### src/hdl/cae_settings.svh
`ifndef CAE_SETTINGS_SVH
`define CAE_SETTINGS_SVH

// ****************************************
// register file
// ****************************************

`define CAE_AEG_COUNT 2
`define CAE_AEG_IDX_W 18

// ****************************************
// processing element chain
// ****************************************

`define CAE_PE_COUNT 4
// target value seen by every stage
`define CAE_PE_BROADCAST 16

// stall floor after a launch, in cycles
`define CAE_MIN_BUSY_CYCLES 32
// watchdog fires after 2**width busy cycles
`define CAE_WATCHDOG_W 10

// ****************************************
// host instruction encodings
// ****************************************

// top byte of the instruction word
`define CAE_OPC_AEG_WR 8'h40
`define CAE_OPC_AEG_RD 8'h41
// top three bits, caep number follows
`define CAE_OPC_CUSTOM 3'b011

`endif

### src/hdl/cae_dispatch_pkg.sv
`include "cae_settings.svh"

package cae_dispatch_pkg;

   // host request, one cycle per valid
   typedef struct packed {
      logic [31:0] inst;
      logic [63:0] data;
      logic        valid;
   } dispatch_req_t;

   // decode result
   typedef struct packed {
      logic                      valid;
      logic                      aeg_wr;
      logic                      aeg_rd;
      logic                      custom;
      logic [4:0]                caep;
      logic [`CAE_AEG_IDX_W-1:0] aeg_idx;
      logic                      unimpl;
   } decoded_t;

   // read return to host
   typedef struct packed {
      logic        valid;
      logic [63:0] data;
   } ret_t;

   // exception bits, index error on top
   typedef struct packed {
      logic aeg_idx;
      logic unimpl;
   } exception_t;

endpackage

### src/hdl/pe_chain_pkg.sv
package pe_chain_pkg;

   // chain opcodes
   typedef enum logic [2:0] {
      op_nop    = 3'd0,
      op_reset  = 3'd1,
      // stay busy for delay cycles
      op_delay  = 3'd2,
      // passes through and lands in aeg 0
      op_return = 3'd3
   } pe_opcode_e;

   // 64-bit chain word, opcode in the low bits
   typedef struct packed {
      logic [39:0] arg;
      logic [15:0] delay;
      logic [4:0]  target;
      pe_opcode_e  opcode;
   } pe_inst_t;

endpackage

### src/hdl/inst_decoder.sv
`timescale 1ns/1ps

`include "cae_settings.svh"

module inst_decoder (
   input  cae_dispatch_pkg::dispatch_req_t req_i,
   output cae_dispatch_pkg::decoded_t      dec_o
);

   logic [7:0] top_byte;
   logic [2:0] top_bits;

   assign top_byte = req_i.inst[31:24];
   assign top_bits = req_i.inst[31:29];

   // ****************************************
   // instruction classes
   // ****************************************

   always_comb begin
      dec_o         = '0;
      dec_o.valid   = req_i.valid;
      dec_o.caep    = req_i.inst[28:24];
      dec_o.aeg_idx = req_i.inst[`CAE_AEG_IDX_W-1:0];

      if (req_i.valid) begin
         if (top_byte == `CAE_OPC_AEG_WR) begin
            dec_o.aeg_wr = 1'b1;
         end else if (top_byte == `CAE_OPC_AEG_RD) begin
            dec_o.aeg_rd = 1'b1;
         end else if (top_bits == `CAE_OPC_CUSTOM) begin
            dec_o.custom = 1'b1;
         end else begin
            // nothing else is implemented
            dec_o.unimpl = 1'b1;
         end
      end
   end

endmodule

### src/hdl/aeg_file.sv
`timescale 1ns/1ps

`include "cae_settings.svh"

module aeg_file (
   input  logic                             clk,
   input  logic                             reset_per,
   input  cae_dispatch_pkg::decoded_t       dec_i,
   input  logic [63:0]                      data_i,
   input  pe_chain_pkg::pe_inst_t           return_i,
   output pe_chain_pkg::pe_inst_t           aeg0_o,
   output cae_dispatch_pkg::ret_t           ret_o,
   output cae_dispatch_pkg::exception_t     exception_o
);

   localparam int SEL_W = (`CAE_AEG_COUNT > 1) ? $clog2(`CAE_AEG_COUNT) : 1;

   logic [63:0]      aeg_q [`CAE_AEG_COUNT];
   logic [SEL_W-1:0] sel;
   logic             idx_ok;
   logic             wr_en;
   logic             rd_en;
   logic             capture;
   logic             ret_valid_q;
   logic [63:0]      ret_data_q;
   logic             err_idx_q;
   logic             err_unimpl_q;

   assign sel    = dec_i.aeg_idx[SEL_W-1:0];
   assign idx_ok = dec_i.aeg_idx < `CAE_AEG_COUNT;
   assign wr_en  = dec_i.aeg_wr && idx_ok;
   assign rd_en  = dec_i.aeg_rd && idx_ok;

   // host write to aeg 0 wins over a returning word
   assign capture = (return_i.opcode == pe_chain_pkg::op_return) && !(wr_en && sel == 0);

   // ****************************************
   // registers
   // ****************************************

   always_ff @(posedge clk) begin
      for (int i = 0; i < `CAE_AEG_COUNT; i++) begin
         if (wr_en && sel == i) begin
            aeg_q[i] <= data_i;
         end
      end
      if (capture) begin
         aeg_q[0] <= return_i;
      end
   end

   assign aeg0_o = pe_chain_pkg::pe_inst_t'(aeg_q[0]);

   // read data
   always_ff @(posedge clk) begin
      if (rd_en) begin
         ret_data_q <= aeg_q[sel];
      end
   end

   always_ff @(posedge clk) begin
      if (reset_per) begin
         ret_valid_q  <= 1'b0;
         err_idx_q    <= 1'b0;
         err_unimpl_q <= 1'b0;
      end else begin
         ret_valid_q  <= rd_en;
         err_idx_q    <= (dec_i.aeg_wr || dec_i.aeg_rd) && !idx_ok;
         // only caep 0..2 are known
         err_unimpl_q <= dec_i.unimpl || (dec_i.custom && dec_i.caep > 5'd2);
      end
   end

   assign ret_o.valid         = ret_valid_q;
   assign ret_o.data          = ret_data_q;
   assign exception_o.aeg_idx = err_idx_q;
   assign exception_o.unimpl  = err_unimpl_q;

   // a bad index never returns data
   a_ret_no_idx_err: assert property (
      @(posedge clk) disable iff (reset_per)
      !(ret_o.valid && exception_o.aeg_idx)
   );

endmodule

### src/hdl/launch_ctrl.sv
`timescale 1ns/1ps

`include "cae_settings.svh"

module launch_ctrl (
   input  logic                       clk,
   input  logic                       reset_per,
   input  cae_dispatch_pkg::decoded_t dec_i,
   input  pe_chain_pkg::pe_inst_t     aeg0_i,
   input  logic                       chain_busy_i,
   output pe_chain_pkg::pe_inst_t     inst_o,
   output logic                       stall_o,
   output logic                       idle_o
);

   localparam int MIN_W = $clog2(`CAE_MIN_BUSY_CYCLES + 1);

   logic                         launch;
   logic                         send_q;
   logic [MIN_W-1:0]             min_cnt_q;
   logic [`CAE_WATCHDOG_W-1:0]   wd_cnt_q;
   logic                         wd_fire;
   pe_chain_pkg::pe_inst_t       reset_word;
   pe_chain_pkg::pe_inst_t       inst_q;

   // caep 1 starts the chain
   assign launch = dec_i.custom && dec_i.caep == 5'd1;

   always_ff @(posedge clk) begin
      if (reset_per) begin
         send_q <= 1'b0;
      end else begin
         send_q <= launch;
      end
   end

   // ****************************************
   // busy floor and watchdog
   // ****************************************

   always_ff @(posedge clk) begin
      if (reset_per) begin
         min_cnt_q <= '0;
      end else if (send_q) begin
         min_cnt_q <= MIN_W'(`CAE_MIN_BUSY_CYCLES);
      end else if (min_cnt_q != 0) begin
         min_cnt_q <= min_cnt_q - 1'b1;
      end
   end

   assign stall_o = launch || send_q || (min_cnt_q != 0) || chain_busy_i;
   assign idle_o  = !stall_o;

   // wraps to zero as it fires
   always_ff @(posedge clk) begin
      if (reset_per || !stall_o) begin
         wd_cnt_q <= '0;
      end else begin
         wd_cnt_q <= wd_cnt_q + 1'b1;
      end
   end

   assign wd_fire = stall_o && (&wd_cnt_q);

   // ****************************************
   // chain word
   // ****************************************

   always_comb begin
      reset_word        = '0;
      reset_word.target = 5'(`CAE_PE_BROADCAST);
      reset_word.opcode = pe_chain_pkg::op_reset;
   end

   always_ff @(posedge clk) begin
      if (reset_per || wd_fire) begin
         inst_q <= reset_word;
      end else if (send_q) begin
         inst_q <= aeg0_i;
      end else begin
         inst_q <= '0;
      end
   end

   assign inst_o = inst_q;

   a_stall_idle: assert property (
      @(posedge clk) disable iff (reset_per)
      stall_o != idle_o
   );

endmodule

### src/hdl/pe_stage.sv
`timescale 1ns/1ps

`include "cae_settings.svh"

module pe_stage #(
   parameter int PE_ID = 0
) (
   input  logic                   clk,
   input  logic                   reset_per,
   input  pe_chain_pkg::pe_inst_t inst_i,
   output pe_chain_pkg::pe_inst_t inst_o,
   input  logic                   busy_i,
   output logic                   busy_o
);

   pe_chain_pkg::pe_inst_t inst_q;
   logic [15:0]            cnt_q;
   logic                   addressed;
   logic                   load;
   logic                   clear;

   // forward every word one stage per cycle
   always_ff @(posedge clk) begin
      inst_q <= inst_i;
   end

   assign inst_o = inst_q;

   // ****************************************
   // delay counter
   // ****************************************

   assign addressed = (inst_i.target == 5'(PE_ID)) ||
                      (inst_i.target == 5'(`CAE_PE_BROADCAST));
   assign load      = addressed && inst_i.opcode == pe_chain_pkg::op_delay;
   assign clear     = addressed && inst_i.opcode == pe_chain_pkg::op_reset;

   always_ff @(posedge clk) begin
      if (reset_per || clear) begin
         cnt_q <= '0;
      end else if (load) begin
         cnt_q <= inst_i.delay;
      end else if (cnt_q != 0) begin
         cnt_q <= cnt_q - 1'b1;
      end
   end

   // busy accumulates towards the end of the chain
   assign busy_o = busy_i || (cnt_q != 0);

   a_load_clear: assert property (
      @(posedge clk) disable iff (reset_per)
      !(load && clear)
   );

endmodule

### src/hdl/cae_pers.sv
`timescale 1ns/1ps

`include "cae_settings.svh"

module cae_pers (
   input  logic                             clk,
   input  logic                             reset_per,
   input  cae_dispatch_pkg::dispatch_req_t  req_i,
   output cae_dispatch_pkg::ret_t           ret_o,
   output cae_dispatch_pkg::exception_t     exception_o,
   output logic                             stall_o,
   output logic                             idle_o
);

   cae_dispatch_pkg::decoded_t dec;
   pe_chain_pkg::pe_inst_t     aeg0;
   pe_chain_pkg::pe_inst_t     chain_inst [`CAE_PE_COUNT+1];
   logic [`CAE_PE_COUNT:0]     chain_busy;

   // ****************************************
   // dispatch side
   // ****************************************

   inst_decoder inst_decoder_i (
      .req_i (req_i),
      .dec_o (dec)
   );

   aeg_file aeg_file_i (
      .clk         (clk),
      .reset_per   (reset_per),
      .dec_i       (dec),
      .data_i      (req_i.data),
      .return_i    (chain_inst[`CAE_PE_COUNT]),
      .aeg0_o      (aeg0),
      .ret_o       (ret_o),
      .exception_o (exception_o)
   );

   launch_ctrl launch_ctrl_i (
      .clk          (clk),
      .reset_per    (reset_per),
      .dec_i        (dec),
      .aeg0_i       (aeg0),
      .chain_busy_i (chain_busy[`CAE_PE_COUNT]),
      .inst_o       (chain_inst[0]),
      .stall_o      (stall_o),
      .idle_o       (idle_o)
   );

   // ****************************************
   // pe chain
   // ****************************************

   // nothing ahead of the first stage
   assign chain_busy[0] = 1'b0;

   for (genvar g = 0; g < `CAE_PE_COUNT; g++) begin : gen_pe
      pe_stage #(
         .PE_ID (g)
      ) pe_stage_i (
         .clk       (clk),
         .reset_per (reset_per),
         .inst_i    (chain_inst[g]),
         .inst_o    (chain_inst[g+1]),
         .busy_i    (chain_busy[g]),
         .busy_o    (chain_busy[g+1])
      );
   end

endmodule

### config.mk
export PLATFORM = sky130hd
export DESIGN_NAME = cae_pers
export DESIGN_NICKNAME = d
export VERILOG_FILES = /design/src/hdl/cae_dispatch_pkg.sv /design/src/hdl/pe_chain_pkg.sv /design/src/hdl/inst_decoder.sv /design/src/hdl/aeg_file.sv /design/src/hdl/launch_ctrl.sv /design/src/hdl/pe_stage.sv /design/src/hdl/cae_pers.sv
export VERILOG_INCLUDE_DIRS = /design/src /design/src/hdl
export SDC_FILE = /design/constraint.sdc
export NUM_CORES = 1
export LEC_CHECK = 0
export BUFFER_PORTS_ARGS = -buffer_cell sky130_fd_sc_hd__buf_2
export CORE_ASPECT_RATIO = 0.5
export CORE_MARGIN = 2
export CORE_UTILIZATION = 41
export CTS_CLUSTER_SIZE = 8
export DETAILED_ROUTE_END_ITERATION = 6
export PLACE_DENSITY = 0.69
export SLEW_MARGIN = 20
export SYNTH_ARGS = -nofsm -noshare
export SYNTH_HDL_FRONTEND = slang
export SYNTH_HIERARCHICAL = 1
export SYNTH_SLANG_ARGS = --single-unit
### constraint.sdc
create_clock -name clk -period 6.9 [get_ports clk]
set_clock_uncertainty 0.15 [all_clocks]
set_input_delay 0.69 -clock clk [delete_from_list [all_inputs] [get_ports clk]]
set_output_delay 0.69 -clock clk [all_outputs]
set_load 0.02 [all_outputs]
==> impl_metrics.tcl <==
set metrics [dict create \
    critPathLaunchType "flop" \
    ys.warnings.count 6 \
    syn-num-nets 1445 \
    drive_above_1_share_pct 24.12 \
    wirelength_mm 37.71 \
    cellPowerDensity_nw_per_um2 413.6 \
    timing.critical_path.cells "or3_4, or3_1, or3_2, nand2b_1, nand2b_1, or3b_2, nor4_2, inv_2, buf_2" \
    postCtsResizedCells 0 \
    setup_viol_count_final 0 \
    ant_nets 0 \
    hold_violations 0 \
    design.die.area_um2 49040 \
    worst_slack_ns 2.261 \
    critical-path-slowest-cell "sky130_fd_sc_hd__or3b_2" \
    status "complete, no violations" \
    post-route-period-util_pct 67.23 \
    worst_max_slew_margin_expressed_relative_to_the_limit_pct 23.91 \
    holdBufCountCts 0 \
    pin_count 168 \
    detailedPlacementHpwl_mm 23.74 \
    final_max_slew_viol_count 0 \
    num-fill-cells 3955 \
    cts.repair_timing.setup_buffer_count 0 \
    vdd_drop_max_mv 0.2019 \
    die_y_um 157.6 \
    critical-path-max-stage-delay_ns 0.55 \
    fmaxAchievable_mhz 215.6 \
    crit_path_max_fo 8 \
    wire_per_inst_um 16.94 \
    first_iter_violations 588 \
    via_count 10652 \
    rsz_0062_raised_after_global_routing "no" \
    start_util_pct 41.39 \
    clkSlewWorstSetupHoldPaths_ns 0.05 \
    grt_max_degree 67 \
    finalHoldWorstSlack_ns 0.1252 \
    cts-buffers-inserted 84 \
    worst_ep_required_time_ns 6.06 \
    grtUsageMet3_pct 3.537 \
    core-area_um2 46730 \
    numClockSinks 596 \
    area_growth_pct 19.46 \
    critical_path_class "reg -> out" \
    critPathMostFrequentCell "sky130_fd_sc_hd__nand2b_1" \
    grt_util_met2_pct 26.03 \
    syn-instance-count 1339 \
    grt.total_usage_pct 15.29 \
    tightestPinTransition_ns 1.139 \
    std_cell_rows 56 \
    ctsLongestPathBuffers 3 \
    clock-root-buffer "sky130_fd_sc_hd__clkbuf_16" \
    cts_tree "built" \
    drt-vias-per-instance 4.785 \
    global_route.peak_usage_layer "met2" \
    wire_length_of_the_first_global_routing_pass_mm 58.16 \
    clk-insertion-delay-late_ns 0.59 \
    use_met1_pct 18.60 \
    maxCapViolCount 0 \
    first_global_vias 10660 \
    layout_min_cycle_time_ns 4.639 \
    post_synth_instance_area_um2 19340 \
    end_kind "output pin" \
    worstHoldPathType "in -> reg" \
    fin_setup_tns_ns 0 \
    static-leakage-power_uw 0.008629 \
    crit_arrival_ns 3.80 \
    dpl_worst_slack_ns 2.858 \
    first_pass_iteration_count_of_the_detailed_router 5 \
    drc 0 \
    gpl.final_weighted_congestion 0.8632 \
    port_buffers 161 \
    die_width_um 311.2 \
    initial_antenna_violation_count 5 \
    number_of_nets_in_the_final_layout 1637 \
    postSynthAreaPerCell_um2 14.45 \
    globalRouteOverflowTotal 0 \
    htreeDepth 3 \
]
## registers in the layout, indices dropped and copies added (netlist names)
signal	flops
gen_pe.pe_stage_i/inst_o	256
aeg_file_i/aeg_q	128
aeg_file_i/ret_data_q	64
gen_pe.pe_stage_i/cnt_q	64
launch_ctrl_i/inst_o	64
launch_ctrl_i/wd_cnt_q	10
launch_ctrl_i/min_cnt_q	6
aeg_file_i/err_idx_q	1
aeg_file_i/err_unimpl_q	1
aeg_file_i/ret_valid_q	1
launch_ctrl_i/send_q	1
## metal layers
metal  up-vias  wire [µm]
met5         -         13
met4         2       1306
met3        78       1560
met2       204      18310
met1      5203      16520
li1       5165          -
## placed cells by master, fill, tap and decap left out, drive strengths merged, types with 23 or more instances in the layout
cell type	instances
dfxtp	404
edfxtp	192
xnor2	34
and2	65
a21oi	24
o21ai	29
inv	25
nor4	23
mux2	129
clkbuf	133
buf	167
nor2	75
nand2	37
nor3	34
## layout make-up
class	count	area, µm²	area share, %
Antenna cell	4	10.01	0.04332
Clock buffer	133	2328	10.08
Clock inverter	6	110.1	0.4765
Inverter	23	86.33	0.3736
Multi-Input combinational cell	659	5037	21.80
Sequential cell	596	13850	59.95
Tap cell	638	798.3	3.455
Timing Repair Buffer	167	883.3	3.823
## worst max-delay path, delay by kind of cell (launching register included)
family                 cells  cell delay (ns)
and+or+nand+nor            7             2.63
DFF                        1             0.34
buffers and inverters      2             0.24
## path summary, 6_finish.rpt
check / from / end / slack, ns / cells after the start
max reg2reg: gen_pe[0].pe_stage_i/cnt_q[6] / launch_ctrl_i/wd_cnt_q[0] / 3.29 / 8
max: gen_pe[0].pe_stage_i/cnt_q[6] / stall_o / 2.26 / 9
min: req_i[1] / aeg_file_i/aeg_q[1][0] / 0.13 / 1
min reg2reg: gen_pe[2].pe_stage_i/inst_o[43] / gen_pe[3].pe_stage_i/inst_o[43] / 0.16 / 0
## where the power goes
group	leakage [µW]	internal (µW)	switching (µW)	total, µW
Combinational	0.00247	850	981	1830
Clock	0.00116	2300	1420	3720
Sequential	0.00499	3800	205	4000
## metrics by stage
stage	std cells	area, µm²	utilization (%)	total power (µW)
final	2226	23110	49.44	9558
after global routing	2223	23100	49.43	10050
after CTS	2221	23070	49.36	9612
after floorplan	1339	19340	-	5585
after global placement	2082	20630	44.14	5843
after detailed placement	2082	20630	44.14	5864
(Power assumes the default switching activity.)
